$ cat config.mk
export PLATFORM = sky130hd
export DESIGN_NAME = mci_top
export DESIGN_NICKNAME = d
export VERILOG_FILES = /design/src/logic/mci_pkg.sv /design/src/logic/mci_wb_regs.sv /design/src/logic/mci_wdt.sv /design/src/logic/mci_error_agg.sv /design/src/logic/mci_top.sv
export SDC_FILE = /design/constraint.sdc
export NUM_CORES = 1
export LEC_CHECK = 0
export ABC_AREA = 1
export BUFFER_PORTS_ARGS = -buffer_cell sky130_fd_sc_hd__buf_2
export CAP_MARGIN = 20
export CORE_MARGIN = 2
export CORE_UTILIZATION = 56
export DETAILED_ROUTE_END_ITERATION = 10
export GPL_ROUTABILITY_DRIVEN = 0
export MAX_ROUTING_LAYER = met4
export PLACE_DENSITY = 0.75
export SYNTH_ARGS = -nofsm -noshare
export SYNTH_HDL_FRONTEND = slang
export SYNTH_SLANG_ARGS = --single-unit
export TNS_END_PERCENT = 50
$ cat constraint.sdc
create_clock -name clk_i -period 2.7 [get_ports clk_i]
set_input_delay 0 -clock clk_i [delete_from_list [all_inputs] [get_ports clk_i]]
set_output_delay 0 -clock clk_i [all_outputs]
set_load 0.02 [all_outputs]
$ cat src/logic/mci_pkg.sv
/*
  Shared definitions for the manageability block: bus and data widths,
  the Wishbone register map, hardware error bit positions and the packed
  struct types that carry signals between the blocks.
*/
`default_nettype none

package mci_pkg;

  localparam int DATA_W  = 32;
  localparam int ADDR_W  = 4;
  localparam int NUM_AGG = 8;

  //////////////////////////////
  // Register map (word addresses)
  //////////////////////////////
  localparam logic [ADDR_W-1:0] ADDR_WDT_CFG            = 4'h0;
  localparam logic [ADDR_W-1:0] ADDR_WDT_T1_PERIOD      = 4'h1;
  localparam logic [ADDR_W-1:0] ADDR_WDT_T2_PERIOD      = 4'h2;
  localparam logic [ADDR_W-1:0] ADDR_WDT_RESTART        = 4'h3;
  localparam logic [ADDR_W-1:0] ADDR_WDT_STATUS         = 4'h4;
  localparam logic [ADDR_W-1:0] ADDR_HW_ERR_FATAL       = 4'h5;
  localparam logic [ADDR_W-1:0] ADDR_HW_ERR_NON_FATAL   = 4'h6;
  localparam logic [ADDR_W-1:0] ADDR_FW_ERR_FATAL       = 4'h7;
  localparam logic [ADDR_W-1:0] ADDR_FW_ERR_NON_FATAL   = 4'h8;
  localparam logic [ADDR_W-1:0] ADDR_HW_FATAL_MASK      = 4'h9;
  localparam logic [ADDR_W-1:0] ADDR_HW_NON_FATAL_MASK  = 4'hA;
  localparam logic [ADDR_W-1:0] ADDR_AGG_FATAL_MASK     = 4'hB;
  localparam logic [ADDR_W-1:0] ADDR_AGG_NON_FATAL_MASK = 4'hC;

  // Hardware error bit positions
  localparam int HWF_NMI           = 0;
  localparam int HWF_SRAM_ECC_UNC  = 1;
  localparam int HWF_DMI_COLLISION = 2;
  localparam int HWF_W             = 3;

  localparam int HWN_MBOX0_ECC_UNC = 0;
  localparam int HWN_MBOX1_ECC_UNC = 1;
  localparam int HWN_W             = 2;

  //////////////////////////////
  // Bus types
  //////////////////////////////
  typedef struct packed {
    logic              cyc;
    logic              stb;
    logic              we;
    logic [ADDR_W-1:0] adr;
    logic [DATA_W-1:0] dat;
  } wb_req_t;

  typedef struct packed {
    logic              ack;
    logic [DATA_W-1:0] dat;
  } wb_rsp_t;

  //////////////////////////////
  // Watchdog types
  //////////////////////////////
  typedef struct packed {
    logic              timer1_en;
    logic              timer2_en;
    logic [DATA_W-1:0] t1_period;
    logic [DATA_W-1:0] t2_period;
  } wdt_cfg_t;

  // Single-cycle strobes decoded from bus writes
  typedef struct packed {
    logic restart1;
    logic restart2;
    logic service1;
    logic service2;
  } wdt_ctl_t;

  typedef struct packed {
    logic t1_timeout;
    logic t2_timeout;
  } wdt_status_t;

  //////////////////////////////
  // Error types
  //////////////////////////////
  typedef struct packed {
    logic              hw_fatal_clr;
    logic              hw_non_fatal_clr;
    logic              fw_fatal_we;
    logic              fw_non_fatal_we;
    logic [DATA_W-1:0] wdata;
  } err_csr_t;

  typedef struct packed {
    logic [HWF_W-1:0]   hw_fatal;
    logic [HWN_W-1:0]   hw_non_fatal;
    logic [NUM_AGG-1:0] agg_fatal;
    logic [NUM_AGG-1:0] agg_non_fatal;
  } err_mask_t;

  typedef struct packed {
    logic [HWF_W-1:0]  hw_fatal;
    logic [HWN_W-1:0]  hw_non_fatal;
    logic [DATA_W-1:0] fw_fatal;
    logic [DATA_W-1:0] fw_non_fatal;
  } err_regs_t;

  typedef struct packed {
    logic sram_ecc_unc;
    logic dmi_collision;
    logic mbox0_ecc_unc;
    logic mbox1_ecc_unc;
  } hw_err_in_t;

  typedef struct packed {
    logic all_error_fatal;
    logic all_error_non_fatal;
  } err_out_t;

endpackage

`default_nettype wire

$ cat src/logic/mci_wb_regs.sv
/*
  Wishbone classic slave with single-cycle ack and address decode.
  Holds the watchdog configuration and the four mask registers, turns
  writes into one-cycle control strobes and muxes the readback word.
*/
`timescale 1ns/1ps
`default_nettype none

module mci_wb_regs (
  input  wire logic                 clk_i,
  input  wire logic                 reset_i,
  input  wire mci_pkg::wb_req_t     wb_req_i,
  output mci_pkg::wb_rsp_t          wb_rsp_o,
  input  wire mci_pkg::wdt_status_t wdt_status_i,
  input  wire mci_pkg::err_regs_t   err_regs_i,
  output mci_pkg::wdt_cfg_t         wdt_cfg_o,
  output mci_pkg::wdt_ctl_t         wdt_ctl_o,
  output mci_pkg::err_csr_t         err_csr_o,
  output mci_pkg::err_mask_t        err_mask_o
);

  logic                        ack_q;
  logic                        accept;
  logic                        wr_en;
  logic [mci_pkg::DATA_W-1:0]  rdata_d;
  logic [mci_pkg::DATA_W-1:0]  rdata_q;
  mci_pkg::wdt_cfg_t           cfg_q;
  mci_pkg::err_mask_t          mask_q;

  //////////////////////////////
  // Bus handshake
  //////////////////////////////

  // A new cycle is only taken when ack is low, so back-to-back strobes
  // are answered every second clock
  assign accept = wb_req_i.cyc && wb_req_i.stb && !ack_q;
  assign wr_en  = accept && wb_req_i.we;

  always_ff @(posedge clk_i) begin
    if (reset_i) begin
      ack_q <= 1'b0;
    end else begin
      ack_q <= accept;
    end
  end

  // Read data is captured with the access and presented alongside ack
  always_ff @(posedge clk_i) begin
    if (accept) begin
      rdata_q <= rdata_d;
    end
  end

  assign wb_rsp_o.ack = ack_q;
  assign wb_rsp_o.dat = ack_q ? rdata_q : '0;

  //////////////////////////////
  // Local registers
  //////////////////////////////
  always_ff @(posedge clk_i) begin
    if (reset_i) begin
      cfg_q  <= '0;
      mask_q <= '0;
    end else if (wr_en) begin
      case (wb_req_i.adr)
        mci_pkg::ADDR_WDT_CFG: begin
          cfg_q.timer1_en <= wb_req_i.dat[0];
          cfg_q.timer2_en <= wb_req_i.dat[1];
        end
        mci_pkg::ADDR_WDT_T1_PERIOD:      cfg_q.t1_period <= wb_req_i.dat;
        mci_pkg::ADDR_WDT_T2_PERIOD:      cfg_q.t2_period <= wb_req_i.dat;
        mci_pkg::ADDR_HW_FATAL_MASK:
          mask_q.hw_fatal <= wb_req_i.dat[mci_pkg::HWF_W-1:0];
        mci_pkg::ADDR_HW_NON_FATAL_MASK:
          mask_q.hw_non_fatal <= wb_req_i.dat[mci_pkg::HWN_W-1:0];
        mci_pkg::ADDR_AGG_FATAL_MASK:
          mask_q.agg_fatal <= wb_req_i.dat[mci_pkg::NUM_AGG-1:0];
        mci_pkg::ADDR_AGG_NON_FATAL_MASK:
          mask_q.agg_non_fatal <= wb_req_i.dat[mci_pkg::NUM_AGG-1:0];
        default: ;
      endcase
    end
  end

  assign wdt_cfg_o  = cfg_q;
  assign err_mask_o = mask_q;

  //////////////////////////////
  // Write strobes
  //////////////////////////////

  // These act on the same edge that raises ack
  always_comb begin
    wdt_ctl_o.restart1 = wr_en && (wb_req_i.adr == mci_pkg::ADDR_WDT_RESTART) && wb_req_i.dat[0];
    wdt_ctl_o.restart2 = wr_en && (wb_req_i.adr == mci_pkg::ADDR_WDT_RESTART) && wb_req_i.dat[1];
    wdt_ctl_o.service1 = wr_en && (wb_req_i.adr == mci_pkg::ADDR_WDT_STATUS) && wb_req_i.dat[0];
    wdt_ctl_o.service2 = wr_en && (wb_req_i.adr == mci_pkg::ADDR_WDT_STATUS) && wb_req_i.dat[1];

    err_csr_o.hw_fatal_clr     = wr_en && (wb_req_i.adr == mci_pkg::ADDR_HW_ERR_FATAL);
    err_csr_o.hw_non_fatal_clr = wr_en && (wb_req_i.adr == mci_pkg::ADDR_HW_ERR_NON_FATAL);
    err_csr_o.fw_fatal_we      = wr_en && (wb_req_i.adr == mci_pkg::ADDR_FW_ERR_FATAL);
    err_csr_o.fw_non_fatal_we  = wr_en && (wb_req_i.adr == mci_pkg::ADDR_FW_ERR_NON_FATAL);
    err_csr_o.wdata            = wb_req_i.dat;
  end

  //////////////////////////////
  // Readback mux
  //////////////////////////////
  always_comb begin
    rdata_d = '0;
    case (wb_req_i.adr)
      mci_pkg::ADDR_WDT_CFG:       rdata_d[1:0] = {cfg_q.timer2_en, cfg_q.timer1_en};
      mci_pkg::ADDR_WDT_T1_PERIOD: rdata_d = cfg_q.t1_period;
      mci_pkg::ADDR_WDT_T2_PERIOD: rdata_d = cfg_q.t2_period;
      mci_pkg::ADDR_WDT_STATUS:
        rdata_d[1:0] = {wdt_status_i.t2_timeout, wdt_status_i.t1_timeout};
      mci_pkg::ADDR_HW_ERR_FATAL:
        rdata_d[mci_pkg::HWF_W-1:0] = err_regs_i.hw_fatal;
      mci_pkg::ADDR_HW_ERR_NON_FATAL:
        rdata_d[mci_pkg::HWN_W-1:0] = err_regs_i.hw_non_fatal;
      mci_pkg::ADDR_FW_ERR_FATAL:     rdata_d = err_regs_i.fw_fatal;
      mci_pkg::ADDR_FW_ERR_NON_FATAL: rdata_d = err_regs_i.fw_non_fatal;
      mci_pkg::ADDR_HW_FATAL_MASK:
        rdata_d[mci_pkg::HWF_W-1:0] = mask_q.hw_fatal;
      mci_pkg::ADDR_HW_NON_FATAL_MASK:
        rdata_d[mci_pkg::HWN_W-1:0] = mask_q.hw_non_fatal;
      mci_pkg::ADDR_AGG_FATAL_MASK:
        rdata_d[mci_pkg::NUM_AGG-1:0] = mask_q.agg_fatal;
      mci_pkg::ADDR_AGG_NON_FATAL_MASK:
        rdata_d[mci_pkg::NUM_AGG-1:0] = mask_q.agg_non_fatal;
      default: rdata_d = '0;
    endcase
  end

  // Every ack answers a request that was on the bus one clock earlier
  ack_follows_req: assert property (
    @(posedge clk_i) disable iff (reset_i)
    wb_rsp_o.ack |-> $past(wb_req_i.cyc && wb_req_i.stb)
  ) else $error("ack raised without a preceding request");

endmodule

`default_nettype wire

$ cat src/logic/mci_wdt.sv
/*
  Two-timer watchdog. Timer 2 runs on its own when enabled, or in
  cascade behind timer 1 when only timer 1 is enabled. Each timer has
  a restart strobe and a service strobe that also clears its flag.
*/
`timescale 1ns/1ps
`default_nettype none

module mci_wdt (
  input  wire logic                 clk_i,
  input  wire logic                 reset_i,
  input  wire mci_pkg::wdt_cfg_t    wdt_cfg_i,
  input  wire mci_pkg::wdt_ctl_t    wdt_ctl_i,
  output mci_pkg::wdt_status_t      wdt_status_o
);

  logic [mci_pkg::DATA_W-1:0] t1_count;
  logic [mci_pkg::DATA_W-1:0] t2_count;
  logic                       t1_timeout;
  logic                       t2_timeout;
  logic                       t1_run;
  logic                       t2_run;
  logic                       cascade;

  assign cascade = wdt_cfg_i.timer1_en && !wdt_cfg_i.timer2_en;

  // A timer stops counting once its flag is set
  assign t1_run = wdt_cfg_i.timer1_en && !t1_timeout;
  assign t2_run = !t2_timeout && (wdt_cfg_i.timer2_en || (cascade && t1_timeout));

  //////////////////////////////
  // Timer 1
  //////////////////////////////
  always_ff @(posedge clk_i) begin
    if (reset_i) begin
      t1_count   <= '0;
      t1_timeout <= 1'b0;
    end else if (wdt_ctl_i.service1) begin
      t1_count   <= '0;
      t1_timeout <= 1'b0;
    end else if (wdt_ctl_i.restart1 && !t1_timeout) begin
      t1_count <= '0;
    end else if (t1_run) begin
      if (t1_count == wdt_cfg_i.t1_period) begin
        t1_timeout <= 1'b1;
      end else begin
        t1_count <= t1_count + 1'b1;
      end
    end
  end

  //////////////////////////////
  // Timer 2
  //////////////////////////////
  always_ff @(posedge clk_i) begin
    if (reset_i) begin
      t2_count   <= '0;
      t2_timeout <= 1'b0;
    end else if (wdt_ctl_i.service2) begin
      t2_count   <= '0;
      t2_timeout <= 1'b0;
    end else if (wdt_ctl_i.restart2 && !t2_timeout) begin
      t2_count <= '0;
    end else if (t2_run) begin
      if (t2_count == wdt_cfg_i.t2_period) begin
        t2_timeout <= 1'b1;
      end else begin
        t2_count <= t2_count + 1'b1;
      end
    end
  end

  assign wdt_status_o.t1_timeout = t1_timeout;
  assign wdt_status_o.t2_timeout = t2_timeout;

  //////////////////////////////
  // Checks
  //////////////////////////////

  // A pet on a live timer zeroes its count on the following edge
  t1_pet_restarts: assert property (
    @(posedge clk_i) disable iff (reset_i)
    (wdt_ctl_i.restart1 && wdt_cfg_i.timer1_en && !t1_timeout) |=> (t1_count == '0)
  ) else $error("timer 1 did not restart on pet");

  t2_pet_restarts: assert property (
    @(posedge clk_i) disable iff (reset_i)
    (wdt_ctl_i.restart2 && !t2_timeout) |=> (t2_count == '0)
  ) else $error("timer 2 did not restart on pet");

  // Timer 1 can only expire if it was enabled while it counted
  t1_expiry_needs_enable: assert property (
    @(posedge clk_i) disable iff (reset_i)
    $rose(t1_timeout) |-> $past(wdt_cfg_i.timer1_en)
  ) else $error("timer 1 expired while disabled");

endmodule

`default_nettype wire

$ cat src/logic/mci_error_agg.sv
/*
  Error collection: sticky hardware error bits with write-one-to-clear,
  firmware error codes, and the registered masked summary outputs.
*/
`timescale 1ns/1ps
`default_nettype none

module mci_error_agg (
  input  wire logic                        clk_i,
  input  wire logic                        reset_i,
  input  wire mci_pkg::err_csr_t           err_csr_i,
  input  wire mci_pkg::err_mask_t          err_mask_i,
  input  wire mci_pkg::hw_err_in_t         hw_err_i,
  input  wire logic                        nmi_i,
  input  wire logic [mci_pkg::NUM_AGG-1:0] agg_fatal_i,
  input  wire logic [mci_pkg::NUM_AGG-1:0] agg_non_fatal_i,
  output mci_pkg::err_regs_t               err_regs_o,
  output mci_pkg::err_out_t                err_o
);

  logic                       nmi_q;
  logic [mci_pkg::HWF_W-1:0]  hwf_set;
  logic [mci_pkg::HWN_W-1:0]  hwn_set;
  logic [mci_pkg::HWF_W-1:0]  hwf_clr;
  logic [mci_pkg::HWN_W-1:0]  hwn_clr;
  mci_pkg::err_regs_t         regs_q;
  mci_pkg::err_out_t          out_q;

  // Only the rising edge of the timer 2 timeout counts as an NMI event
  always_comb begin
    hwf_set = '0;
    hwf_set[mci_pkg::HWF_NMI]           = nmi_i && !nmi_q;
    hwf_set[mci_pkg::HWF_SRAM_ECC_UNC]  = hw_err_i.sram_ecc_unc;
    hwf_set[mci_pkg::HWF_DMI_COLLISION] = hw_err_i.dmi_collision;
    hwn_set = '0;
    hwn_set[mci_pkg::HWN_MBOX0_ECC_UNC] = hw_err_i.mbox0_ecc_unc;
    hwn_set[mci_pkg::HWN_MBOX1_ECC_UNC] = hw_err_i.mbox1_ecc_unc;
  end

  assign hwf_clr = err_csr_i.hw_fatal_clr ? err_csr_i.wdata[mci_pkg::HWF_W-1:0] : '0;
  assign hwn_clr = err_csr_i.hw_non_fatal_clr ? err_csr_i.wdata[mci_pkg::HWN_W-1:0] : '0;

  //////////////////////////////
  // Error registers
  //////////////////////////////

  // A set in the same cycle as a clear wins
  always_ff @(posedge clk_i) begin
    if (reset_i) begin
      nmi_q  <= 1'b0;
      regs_q <= '0;
    end else begin
      nmi_q               <= nmi_i;
      regs_q.hw_fatal     <= (regs_q.hw_fatal & ~hwf_clr) | hwf_set;
      regs_q.hw_non_fatal <= (regs_q.hw_non_fatal & ~hwn_clr) | hwn_set;
      if (err_csr_i.fw_fatal_we) begin
        regs_q.fw_fatal <= err_csr_i.wdata;
      end
      if (err_csr_i.fw_non_fatal_we) begin
        regs_q.fw_non_fatal <= err_csr_i.wdata;
      end
    end
  end

  assign err_regs_o = regs_q;

  //////////////////////////////
  // Summary outputs
  //////////////////////////////
  always_ff @(posedge clk_i) begin
    if (reset_i) begin
      out_q <= '0;
    end else begin
      out_q.all_error_fatal <= (|(regs_q.hw_fatal & ~err_mask_i.hw_fatal)) ||
                               (|regs_q.fw_fatal) ||
                               (|(agg_fatal_i & ~err_mask_i.agg_fatal));
      out_q.all_error_non_fatal <= (|(regs_q.hw_non_fatal & ~err_mask_i.hw_non_fatal)) ||
                                   (|regs_q.fw_non_fatal) ||
                                   (|(agg_non_fatal_i & ~err_mask_i.agg_non_fatal));
    end
  end

  assign err_o = out_q;

  // Every hardware error event leaves its sticky bit set one edge later
  hw_err_sticky_set: assert property (
    @(posedge clk_i) disable iff (reset_i)
    ({hwf_set, hwn_set} != '0) |=>
      (({regs_q.hw_fatal, regs_q.hw_non_fatal} & $past({hwf_set, hwn_set})) ==
       $past({hwf_set, hwn_set}))
  ) else $error("hardware error pulse did not set its sticky bit");

endmodule

`default_nettype wire

$ cat src/logic/mci_top.sv
/*
  Top level of the manageability block. Connects the Wishbone register
  block, the watchdog and the error collection logic.
*/
`timescale 1ns/1ps
`default_nettype none

module mci_top (
  input  wire logic                        clk_i,
  input  wire logic                        reset_i,
  input  wire mci_pkg::wb_req_t            wb_req_i,
  output mci_pkg::wb_rsp_t                 wb_rsp_o,
  input  wire mci_pkg::hw_err_in_t         hw_err_i,
  input  wire logic [mci_pkg::NUM_AGG-1:0] agg_fatal_i,
  input  wire logic [mci_pkg::NUM_AGG-1:0] agg_non_fatal_i,
  output mci_pkg::err_out_t                err_o
);

  mci_pkg::wdt_cfg_t    wdt_cfg;
  mci_pkg::wdt_ctl_t    wdt_ctl;
  mci_pkg::wdt_status_t wdt_status;
  mci_pkg::err_csr_t    err_csr;
  mci_pkg::err_mask_t   err_mask;
  mci_pkg::err_regs_t   err_regs;

  mci_wb_regs u_wb_regs (
    .clk_i        (clk_i),
    .reset_i      (reset_i),
    .wb_req_i     (wb_req_i),
    .wb_rsp_o     (wb_rsp_o),
    .wdt_status_i (wdt_status),
    .err_regs_i   (err_regs),
    .wdt_cfg_o    (wdt_cfg),
    .wdt_ctl_o    (wdt_ctl),
    .err_csr_o    (err_csr),
    .err_mask_o   (err_mask)
  );

  mci_wdt u_wdt (
    .clk_i        (clk_i),
    .reset_i      (reset_i),
    .wdt_cfg_i    (wdt_cfg),
    .wdt_ctl_i    (wdt_ctl),
    .wdt_status_o (wdt_status)
  );

  // Timer 2 expiry is the NMI source for the fatal error register
  mci_error_agg u_error_agg (
    .clk_i           (clk_i),
    .reset_i         (reset_i),
    .err_csr_i       (err_csr),
    .err_mask_i      (err_mask),
    .hw_err_i        (hw_err_i),
    .nmi_i           (wdt_status.t2_timeout),
    .agg_fatal_i     (agg_fatal_i),
    .agg_non_fatal_i (agg_non_fatal_i),
    .err_regs_o      (err_regs),
    .err_o           (err_o)
  );

endmodule

`default_nettype wire

Yosys cells after proc, flatten, opt, wreduce, memory -nomap -nowiden
Cells that the tools add are included.
{"block": "word_totals", "out_inout_bits": 35, "ramBits": 0, "latch_bits": 0, "mem_bits_ro": 0, "word_cells": 114, "in_bits": 61, "mem_count": 0, "ff_bits": 258}
{"block": "classes", "muxes": 7, "div_mod_pow": 0, "shift": 0, "multipliers": 0, "add_sub_neg": 2, "n_lt_le_gt_ge": 0, "bitwise_logic": 18, "n_eq_ne": 14, "reduce_logical": 52}
{"op": "$pmux W24 S4", "n": 1}
{"op": "$add A32 B1 Y32 const B", "n": 2}
{"op": "$eq A32 B32 Y1", "n": 2}
{"op": "$reduce_or A32 Y1", "n": 2}
{"op": "$mux W32", "n": 1}
{"op": "$pmux W5 S6", "n": 1}
{"op": "$pmux W2 S12", "n": 1}
{"op": "$eq A4 B4 Y1 const B", "n": 5}
{"op": "$logic_and A1 B1 Y1", "n": 20}
{"op": "$reduce_and A2 Y1", "n": 9}
{"op": "$and A8 B8 Y8", "n": 2}
{"op": "$eq A4 B3 Y1 const B", "n": 4}
{"op": "$not A8 Y8", "n": 2}
{"op": "$reduce_or A8 Y1", "n": 2}
{"op": "$reduce_or A3 Y1", "n": 3}
{"op": "$eq A4 B2 Y1 const B", "n": 2}
{"op": "$pmux W1 S8", "n": 1}
{"op": "$and A3 B3 Y3", "n": 2}
{"op": "$not A3 Y3", "n": 2}
{"op": "$reduce_and A3 Y1", "n": 2}
{"op": "$reduce_or A2 Y1", "n": 3}
{"op": "$logic_not A1 Y1", "n": 5}
{"op": "$logic_or A1 B1 Y1", "n": 5}
{"op": "$and A2 B2 Y2", "n": 2}
{"op": "8 further kinds", "n": 12}

Logic depth before layout (Yosys ltp)
Gate-level depths: netlist of the first run.
{"block": "depth", "depth_word": 8, "mapped_depth": 12, "ltp_nobuf": 11}

By module
Synthesis of the first run repeated with hierarchy kept, for this count alone.
{"block": "hier_totals", "cells_unflattened": 2112, "area_unflattened_um2": 14098.5}
{"mod": "mci_wb_regs", "area_per_inst_um2": 6005.8, "seq_area_each_um2": 2722.6, "cells_each": 830, "instances": 1}
{"mod": "mci_wdt", "area_per_inst_um2": 5117.4, "seq_area_each_um2": 1321.3, "cells_each": 859, "instances": 1}
{"mod": "mci_error_agg", "area_per_inst_um2": 2975.4, "seq_area_each_um2": 1441.4, "cells_each": 423, "instances": 1}

Worst setup path after synthesis of the first run
OpenSTA, ideal clock, no wires.
{"block": "synth_timing", "kind": "reg2reg", "from": "register u_wb_regs.ack_q", "to": "register u_wb_regs.rdata_q[0] (netlist name), enable pin", "n_path_buf": 1, "t_arrival_ps": 1236, "path_stages_with_launch": 5, "required_ps": 2313, "setup_time_ps": 387, "period_less_slack_ps": 1622, "path_slack_ps": 1078, "path_cell_list": "dfxtp_1 clkbuf_1 inv_2 nand3_2 inv_1"}
{"block": "synth_via", "elab_chain_cells": 2}
{"element": "start: declaration", "line_no": "mci_wb_regs.sv:22", "text": "logic ack_q;"}
{"element": "start signal: assignment", "line_no": "mci_wb_regs.sv:43", "text": "ack_q <= accept;"}
{"element": "$logic_not A1 Y1", "line_no": "mci_wb_regs.sv:36", "text": "assign accept = wb_req_i.cyc && wb_req_i.stb && !ack_q;"}
{"element": "$logic_and A1 B1 Y1", "line_no": "mci_wb_regs.sv:36"}
{"element": "net u_wb_regs.accept", "line_no": "mci_wb_regs.sv:23", "text": "logic accept;"}
{"element": "end signal: assignment", "line_no": "mci_wb_regs.sv:50", "text": "rdata_q <= rdata_d;"}
{"element": "end: declaration", "line_no": "mci_wb_regs.sv:26", "text": "logic [mci_pkg::DATA_W-1:0] rdata_q;"}
The timed path passes the listed nets, and every way through them passes these cells.
A chain may end at the register's enable or synchronous reset.

Worst setup path after layout of the first run
{"block": "layout_timing", "from": "register u_error_agg.regs_q, in the netlist u_error_agg.err_regs_o[31]", "to": "register u_error_agg.out_q, in the netlist u_error_agg.err_o[0]"}
{"block": "layout_via", "elab_chain_cells": 3}
{"element": "start: declaration", "line_no": "mci_error_agg.sv:26", "text": "mci_pkg::err_regs_t regs_q;"}
{"element": "$reduce_or A32 Y1", "line_no": "mci_error_agg.sv:78", "text": "(|regs_q.fw_non_fatal) ||"}
{"element": "$logic_or A1 B1 Y1", "line_no": "mci_error_agg.sv:77", "text": "out_q.all_error_non_fatal <= (|(regs_q.hw_non_fatal & ~err_mask_i.hw_non_fatal)) ||"}
{"element": "$logic_or A1 B1 Y1", "line_no": "mci_error_agg.sv:78"}
{"element": "end: declaration", "line_no": "mci_error_agg.sv:27", "text": "mci_pkg::err_out_t out_q;"}
No other way between the ends.

==> results of run 1 <==
tightest hold or removal path, stage by stage:
cell	delay (ns)
buf_2	0.09
inv_1	0.08
nor2_4	0.09
nand2_1	0.07
inv_1	0.06
a21oi_1	0.13
cell families (layout without fill, tap and decap cells):
logic type	after synthesis	after routing	share of synthesized area, %
AOI/OAI and AO/OA	391	391	16.6
buffers and inverters	263	387	8.72
DFF	258	258	41.7
xor gates and xnor gates	82	82	5.47
adders and majority gates	2	2	0.190
and+or+nand+nor	850	850	27.2
cell usage after synthesis, drive strengths merged:
cell type and count:
nand2 422, nor2 287, dfxtp 226, inv 178, o21ai 162, a21oi 160, nand3 92, xnor2 60
buf 46, clkbuf 38, edfxtp 32, o22ai 26, xor2 22, nand3b 18, a221o 17, nand4 16
a221oi 12, nor4 11, o2111ai 9, nor3 4, ha 2, o211ai 2, a211oi 1, a22o 1
clkinv 1, o221ai 1
report_power, final:
part | switching (W) | internal [W]
clock network | 0.00164 | 0.00254
logic | 0.000361 | 0.000171
registers | 0.0000226 | 0.00392
state kept, by name, summed over array words and instances, names as in the netlist:
signal,flops
u_wb_regs.ack_q,1
u_wdt.t1_count,32
u_wb_regs.rdata_q,32
u_wdt.t2_timeout,1
u_error_agg.err_o,2
u_error_agg.err_regs_o,69
u_error_agg.nmi_q,1
u_wdt.t1_timeout,1
u_wdt.t2_count,32
u_wb_regs.err_mask_o,21
u_wb_regs.wdt_cfg_o,66
stage by stage:
stage | hold WS [ns] | utilization (%) | total power, W | instance area [µm²]
floorplan | 0.134 | - | 0.00430 | 13100
global placement | 0.238 | 58.7 | 0.00448 | 13700
detailed placement | 0.247 | 58.7 | 0.00449 | 13700
CTS | 0.00186 | 65.2 | 0.00867 | 15200
global route | 0.0675 | 65.2 | 0.00887 | 15200
finish | 0.0160 | 65.2 | 0.00866 | 15200
what timing repair did:
action / in CTS / in global routing
hold buffers: 48 / 0
hold endpoints to repair: 161 / 0
gates resized for setup: 0 / 0
worst max path at each step:
stage | start | end | slack, ns | cells after the start
after floorplan | u_wb_regs.ack_q | u_wb_regs.rdata_q[0] | 1.08 | 4
after global placement | u_wb_regs.ack_q | u_error_agg.err_regs_o[28] | 0.74 | 8
final | u_error_agg.err_regs_o[31] | u_error_agg.err_o[0] | 0.47 | 7
after CTS | u_error_agg.err_regs_o[31] | u_error_agg.err_o[0] | 0.55 | 7
after detailed placement | u_wb_regs.ack_q | u_error_agg.err_regs_o[28] | 0.66 | 8
after global routing | u_wb_regs.err_mask_o[12] | u_error_agg.err_o[1] | 0.41 | 7
layout make-up:
class,count,area share (%)
Tap cell,319,2.63
Multi-Input combinational cell,1325,42.9
Inverter,179,4.49
Clock inverter,13,1.02
Clock buffer,39,5.73
Timing Repair Buffer,156,7.03
Sequential cell,258,36.2
metal layers:
layer / vias up / GRT usage (%) / wire length (µm)
met1: 6004 / 41.8 / 16400
li1: 6277 / - / -
met5: - / - / 0
met3: 118 / 3.77 / 3190
met2: 654 / 54.8 / 19100
met4: 0 / 10.8 / 1430
==> impl_results.md, run 1 <==
* Commonest non-fill, non-tap cells in the layout: 417 x nand2_1, 269 x nor2_1, 226 x dfxtp_1
* Vias per inst at 5.70
* DRT Wirelength at approximately 40000 µm
* Router iterations before antenna repair at 6
* Max stage delay cell, worst path: dlygate4sd3_1
* Clk root buf: clkbuf_16
* Outcome: completed
* Area Growth Syn to Fin at 15.4%
* Initial antenna violation count at 0
* Global route overflow at 0
* Fin crit share at between 80% and 90%
* Num rows at 56
* Vias in the first global route at around 12000
* First-pass GRT wire length at 62600 µm
* Crit Path Max Fanout at 3
* Cell area power density at 571 mW/mm²
* CTS H-tree lvls at 1
* Top delay family on crit path: simple AND/OR/NAND/NOR gates
* Pre-CTS setup slack at about 0.66 ns
* Dominant cell type by area after synthesis: dfxtp_1
* Clock Skew at 0.00875 ns
* F_max at between 0.4 and 0.5 GHz
* DR DRC count at 0
* CTS Buffer Depth at 3
* Clk slew on worst S/H paths at roughly 0.06 ns
* Crit path required time at about 3.1 ns
* Latest clock arrival within the worst-skew pair at 0.55 ns
* Cts bufs inserted at 28
* Synth Net Count at approximately 1900
* Pins Over Slew Limit at 0
* Max_slew headroom at 42.6%
* Worst hold path type: in -> reg
* Final #Nets at approximately 2000
* Final Hold Fails at 0
* Worst Setup End Kind: flop
* Share of cells above drive strength 1 at between 10% and 20%
* Max-cap violations at 0
* Min Tclk post-route at 2.23 ns
* Drt wl/cell at 17.5 µm
* CTS sink cnt at around 260
* Setup Buffers After CTS at 0
* Worst path bufs/invs at 2
* Leak at roughly 6 nW
* Hold Path Sink: u_wb_regs.err_mask_o[16]
* Core ar. at about 0.023 mm²
* Data arrival, critical path at around 2.7 ns
* Sequential share of the synthesized area at 41.7%
* IO Port Bufs at 95
* RSZ-0062 raised after global routing: no
* Cells after DPL at about 2200
* Hold_sp: wb_req_i[36]
* Crit path kind: reg -> reg
* Dominant cells by area after synthesis: dfxtp_1 34%, nand2_1 12%, nor2_1 7.7%
* Antenna cell count at 0
* Synthesized area at about 0.013 mm²
* Most common cell after layout, fill and taps aside: nand2_1
* Synth top area share at roughly 34%
* DIE WIDTH at between 150 and 200 µm
* Seq cells post-synth at about 260
* Routed Antenna Nets at 0
* Worst-Margin Slew at 0.861 ns
* Peak supply drop at approximately 530 µV
* Height of the die at roughly 160 µm
* Hold Crit Depth at 6
* Initial core utilization at 56.5%
* Hpwl dp at 27200 µm
* Layout fillers at roughly 2100
* CTS tree: yes
* Setup total negative slack at 0 ns
* Worst R2R End: u_error_agg.err_o[0]
* GRT Total Usage at between 30% and 40%
* CP Launch Type: flop
* Initial DRC Count at 1314
* Crit-path max cell delay at roughly 0.55 ns
* Non-Filler Instances at around 2300
* Final setup fails at 0
* Unique masters post-synth at 39
* Multi-input logic area at 0.00651 mm²
* Worst R2R Path Depth at 7
* Cells along the critical path: inv_1 > nand4_1 > nor3_1 > nand4_1 > nor2_1 > nor2_1 > dlygate4sd3_1
* Synth Warn # at 0
* Final setup margin at 0.467 ns
* Cell count after synthesis at around 1800
* Mean Syn Cell Area at a little over 7 µm²
* IO Pins at 96
* Via count at roughly 13000
* Die area at about 0.025 mm²
* Worst reg2reg setup slack at between 0.4 and 0.5 ns
* Largest net degree at the start of global routing at approximately 150
* Worst r2r src: u_error_agg.err_regs_o[31]
* Register area at between 0.005 and 0.006 mm²
Power figures use the tool's default switching activity.
==> inputs of run 2 (changes only) <==
--- a/config.mk
+++ b/config.mk
@@ -9,11 +9,11 @@
 export BUFFER_PORTS_ARGS = -buffer_cell sky130_fd_sc_hd__buf_2
 export CAP_MARGIN = 20
 export CORE_MARGIN = 2
-export CORE_UTILIZATION = 56
+export CORE_UTILIZATION = 55
 export DETAILED_ROUTE_END_ITERATION = 10
 export GPL_ROUTABILITY_DRIVEN = 0
 export MAX_ROUTING_LAYER = met4
-export PLACE_DENSITY = 0.75
+export PLACE_DENSITY = 0.77
 export SYNTH_ARGS = -nofsm -noshare
 export SYNTH_HDL_FRONTEND = slang
 export SYNTH_SLANG_ARGS = --single-unit
==> constraint.sdc (replaced) <==
create_clock -name clk_i -period 2 [get_ports clk_i]
set_input_delay 0 -clock clk_i [delete_from_list [all_inputs] [get_ports clk_i]]
set_output_delay 0 -clock clk_i [all_outputs]
set_load 0.02 [all_outputs]
==> impl_results.md, run 2 (synthesized netlist as in run 1, its figures left out) <==
* CP Launch Type: flop
* Worst R2R Path Depth at 9
* Layout fillers at between 2000 and 2500
* Register area at between 0.005 and 0.006 mm²
* CTS tree: yes
* Crit path required time at between 2 and 2.5 ns
* Initial antenna violation count at 0
* Routed Antenna Nets at 0
* Clk root buf: clkbuf_16
* Initial DRC Count at about 1300
* DRT Wirelength at slightly above 40000 µm
* Final setup fails at 0
* Core ar. at between 0.02 and 0.025 mm²
* Cts bufs inserted at 28
* Min Tclk post-route at just under 2 ns
* Hold Path Sink: u_wdt.t2_timeout
* Sequential share of power at 46.5%
* Hold Crit Depth at 5
* Max-cap violations at 0
* Multi-input logic area at about 0.0065 mm²
* Most common cell after layout, fill and taps aside: nand2_1
* Switching share of power at a little under a quarter
* Finished Core Util at 65.8%
* Num rows at 56
* Clock Skew at 0.00718 ns
* IO Port Bufs at between 90 and 100
* Global route overflow at 0
* Vias in the first global route at ~12000
* Hpwl dp at around 28000 µm
* Leak at between 6 and 7 nW
* CTS Buffer Depth at 3
* Vias per inst at around 5.7
* Clock Power Share at 46.7%
* Fin crit share at between 90% and 100%
* IO Pins at 96
* Pins Over Slew Limit at 0
* Hold_sp: wb_req_i[33]
* Cell area power density at between 700 and 800 mW/mm²
* Final Hold Fails at 0
* Non-Filler Instances at 2322
* Data arrival, critical path at about 2.4 ns
* Initial core utilization at roughly 56%
* Height of the die at 159 µm
* DIE WIDTH at about 160 µm
* CTS sink cnt at 258
* Drt wl/cell at 17.4 µm
* Internal power at 0.00876 W
* Area Growth Syn to Fin at 17.5%
* First-pass GRT wire length at around 63000 µm
* Switching power total at about 0.0027 W
* Worst r2r src: u_wb_regs.ack_q
* Share of cells above drive strength 1 at ~12%
* Final #Nets at 2044
* Clk slew on worst S/H paths at ~0.060 ns
* Outcome: completed
* CTS H-tree lvls at 1
* Cells after DPL at around 2200
* Critical path startpoint: u_wb_regs.ack_q
* Worst hold path type: in -> reg
* Worst reg2reg setup slack at around 0.075 ns
* Hold Slack at around 0.041 ns
* Crit path kind: reg -> reg
* Latest clock arrival within the worst-skew pair at between 0.5 and 0.6 ns
* Largest net degree at the start of global routing at around 130
* Max FFs per register at 69
* Worst-Margin Slew at 0.874 ns
* Die area at approximately 0.025 mm²
* Crit Path Max Fanout at 6
* Worst Setup End Kind: flop
* GRT Total Usage at 32.7%
* Peak supply drop at a little over 700 µV
* Via count at about 13000
* Commonest non-fill, non-tap cells in the layout: 416 x nand2_1, 266 x nor2_1, 223 x dfxtp_1
* Combinational Power Share at under 10%
* Worst R2R End: u_error_agg.err_regs_o[68]
* DR DRC count at 0
* Max_slew headroom at between 40% and 50%
* F_max at between 0.5 and 0.6 GHz
* Router iterations before antenna repair at 6
* Antenna cell count at 0
==> run 2: cell types whose count changed in the layout (fill, tap and decap cells not counted), moves of 4 or more <==
cell           previous run  this run
dlygate4sd3_1            48        52
clkbuf_16                33        29
buf_12                    1         7
clkbuf_1                  4         8
buf_4                    12        34
==> run 2: final cells by class <==
| cell class | count | area share [%] |
|---|---|---|
| Clock buffer | 38 | 4.98 |
| Clock inverter | 14 | 1.09 |
| Inverter | 179 | 4.42 |
| Multi-Input combinational cell | 1325 | 42.3 |
| Sequential cell | 258 | 35.6 |
| Tap cell | 319 | 2.59 |
| Timing Repair Buffer | 189 | 9.09 |
==> run 2: metal layers <==
layer,routed length (µm),track usage (%),up-vias
met2,18400,51.0,622
met4,1740,12.8,0
li1,-,-,6333
met3,3440,4.82,120
met5,0,-,-
met1,16700,42.9,6068
==> run 2: worst max-delay path by stage <==
| stage | slack [ns] | cells past startpoint | end |
|---|---|---|---|
| global placement | 0.06 | 10 | u_wdt.t1_count[16] |
| CTS | 0.08 | 10 | u_wdt.t1_count[13] |
| floorplan | 0.38 | 4 | u_wb_regs.rdata_q[0] |
| detailed placement | 0.03 | 10 | u_wdt.t1_count[1] |
| global route | -0.02 | 9 | u_error_agg.err_regs_o[68] |
| finish | 0.07 | 9 | u_error_agg.err_regs_o[68] |
==> run 2: worst max-delay path, stage by stage (launching register included) <==
cell	delay (ns)
dfxtp_1	0.32
inv_2	0.05
nand3_2	0.10
nor2_4	0.25
clkinv_4	0.11
nor2_1	0.09
inv_1	0.08
o21ai_0	0.15
a21oi_1	0.10
dlygate4sd3_1	0.57
==> run 2: power by group through the flow <==
stage          clock network [W]  logic [W]  registers, W
6_report                 0.00534   0.000778       0.00532
3_3_place_gp                   0   0.000656       0.00543
4_1_cts                  0.00537   0.000745       0.00532
3_5_place_dp                   0   0.000662       0.00543
5_1_grt                  0.00557   0.000837       0.00532
2_1_floorplan                  0   0.000383       0.00542
==> run 2: metrics by stage <==
step                power (W)  setup WS (ns)  instance area [µm²]  TNS (ns)
global route           0.0117        -0.0174                15400   -0.0174
floorplan             0.00581          0.378                13100         0
CTS                    0.0114         0.0842                15400         0
finish                 0.0114         0.0746                15400         0
detailed placement    0.00609         0.0265                13900         0
global placement      0.00609         0.0646                13900         0
==> run 2: what timing repair did <==
action | in CTS | in global routing
pin swaps | 0 | 1
hold buffers | 52 | 0
buffers inserted | 0 | 5
endpoints found under the setup margin | 1 | 40
cloned | 0 | 0
resized for setup | 1 | 10
hold endpoints to repair | 162 | 0
==> inputs of run 3 (changes only) <==
--- a/config.mk
+++ b/config.mk
@@ -9,11 +9,11 @@
 export BUFFER_PORTS_ARGS = -buffer_cell sky130_fd_sc_hd__buf_2
 export CAP_MARGIN = 20
 export CORE_MARGIN = 2
-export CORE_UTILIZATION = 55
+export CORE_UTILIZATION = 56
 export DETAILED_ROUTE_END_ITERATION = 10
 export GPL_ROUTABILITY_DRIVEN = 0
 export MAX_ROUTING_LAYER = met4
-export PLACE_DENSITY = 0.77
+export PLACE_DENSITY = 0.75
 export SYNTH_ARGS = -nofsm -noshare
 export SYNTH_HDL_FRONTEND = slang
 export SYNTH_SLANG_ARGS = --single-unit
==> constraint.sdc (replaced) <==
create_clock -name clk_i -period 1.9 [get_ports clk_i]
set_input_delay 0 -clock clk_i [delete_from_list [all_inputs] [get_ports clk_i]]
set_output_delay 0 -clock clk_i [all_outputs]
set_load 0.02 [all_outputs]
==> impl_results.md, run 3 (synthesized netlist as in run 1, its figures left out) <==
* DRT Wirelength at slightly above 40000 µm
* Initial DRC Count at ~1200
* Hold_sp: wb_req_i[36]
* Vias per inst at 5.69
* CTS H-tree lvls at 1
* Hold Path Sink: u_wb_regs.err_mask_o[17]
* Final Hold Fails at 0
* Crit path required time at 2.32 ns
* Cts bufs inserted at 27
* DIE WIDTH at ~160 µm
* Layout fillers at between 2000 and 2500
* Register area at 0.00550 mm²
* Crit Path Max Fanout at 8
* Die area at roughly 0.025 mm²
* Antenna cell count at 0
* Cell area power density at roughly 760 mW/mm²
* Vias in the first global route at 12200
* CP Launch Type: flop
* Pins Over Slew Limit at 0
* Area Growth Syn to Fin at 17.5%
* Worst hold path type: in -> reg
* Max-cap violations at 0
* Clock Skew at 0.0198 ns
* DR DRC count at 0
* Drt wl/cell at 17.5 µm
* Commonest non-fill, non-tap cells in the layout: 416 x nand2_1, 262 x nor2_1, 215 x dfxtp_1
* GRT Total Usage at 33.3%
* CTS tree: yes
* Routed Antenna Nets at 0
* Data arrival, critical path at ~2.2 ns
* Largest net degree at the start of global routing at 95
* Height of the die at around 160 µm
* Worst Setup End Kind: flop
* Final #Nets at about 2000
* Max FFs per register at a little under 70
* Most common cell after layout, fill and taps aside: nand2_1
* Global route overflow at 0
* Num rows at 56
* Fin crit share at about 95%
* Worst r2r src: u_wb_regs.ack_q
* Initial core utilization at between 50% and 60%
* F_max at roughly 0.56 GHz
* RSZ-0062 raised after global routing: yes
* CTS Buffer Depth at 3
* IO Pins at 96
* Clk slew on worst S/H paths at about 0.060 ns
* Core ar. at between 0.02 and 0.025 mm²
* Worst reg2reg setup slack at between 0.09 and 0.1 ns
* First-pass GRT wire length at between 60000 and 70000 µm
* Peak supply drop at between 700 and 800 µV
* Share of cells above drive strength 1 at around an eighth
* Crit path kind: reg -> reg
* Multi-input logic area at around 0.0065 mm²
* CTS sink cnt at around 260
* Worst-Margin Slew at 0.862 ns
* Worst R2R End: u_error_agg.err_regs_o[64]
* Setup total negative slack at 0 ns
* Worst R2R Path Depth at 7
* Leak at a little over 6 nW
* Initial antenna violation count at 0
* Hold Crit Depth at 6
* IO Port Bufs at 95
* Router iterations before antenna repair at 6
* Min Tclk post-route at between 1.5 and 2 ns
* Final setup fails at 0
* Max_slew headroom at between 40% and 50%
* Clk root buf: clkbuf_16
* Latest clock arrival within the worst-skew pair at roughly 0.55 ns
* Hold Slack at 0.0190 ns
* Via count at roughly 13000
* Outcome: completed
* Hpwl dp at roughly 28000 µm
run 3: changes by cell type in the layout (fill, tap and decap cells not counted), sizes merged:
cell	before	now
clkbuf	38	40
bufinv	4	0
inv	177	179
clkinvlp	1	2
clkinv	11	4
buf	137	141
dlygate4sd3	52	50
run 3: worst max path at each step:
stage,start,end,slack [ns],depth (start not counted)
CTS,u_wdt.t1_count[22],u_wdt.t1_count[14],0.01,10
detailed placement,u_wdt.t1_count[19],u_wdt.t1_count[1],0.06,10
global placement,u_wdt.t1_count[25],u_wdt.t1_count[9],0.13,10
finish,u_wb_regs.ack_q,u_error_agg.err_regs_o[64],0.1,7
global route,u_wb_regs.ack_q,u_error_agg.err_regs_o[64],-0.07,7
floorplan,u_wb_regs.ack_q,u_wb_regs.rdata_q[0],0.28,4
run 3: timing repair:
item                                    CTS  global route
endpoints found under the setup margin    1            55
hold endpoints to repair                162             0
gates resized for setup                   2            20
hold buffers                             50             0
buffers inserted                          0             0
run 3: area by class of cell:
type                            count  area share [%]
Clock inverter                      6           0.284
Inverter                          179            4.41
Sequential cell                   258            35.6
Timing Repair Buffer              191            9.39
Multi-Input combinational cell   1325            42.3
Tap cell                          319            2.59
Clock buffer                       40            5.37
run 3: stage by stage:
stage                     std cells  total power [W]  util [%]  instance area, µm²  worst slack (ns)
after floorplan                1846          0.00611         -               13100             0.278
after global placement         2222          0.00641      60.3               14000             0.135
after detailed placement       2222          0.00641      60.3               14000            0.0581
after CTS                      2318           0.0116      66.2               15400            0.0113
after global routing           2318           0.0120      66.4               15400           -0.0658
final                          2318           0.0117      66.4               15400            0.0987
run 3: power by group:
group,internal (W),switching [W]
registers,0.00557,0.0000328
clock network,0.00301,0.00225
logic,0.000282,0.000524
run 3: critical path, stage by stage, from the launching register on:
cell           delay [ns]
dfxtp_1              0.32
inv_2                0.05
nand3_2              0.09
nor2_4               0.25
nand3_1              0.16
o21ai_0              0.18
a21oi_1              0.08
dlygate4sd3_1        0.56
run 3: routing by layer:
layer	GRT usage, %	part of all wire [%]	vias up
met3	4.87	8.3	132
met1	41.9	41	6079
met5	-	0	-
met4	13.6	4.2	0
li1	-	-	6333
met2	54.1	47	652
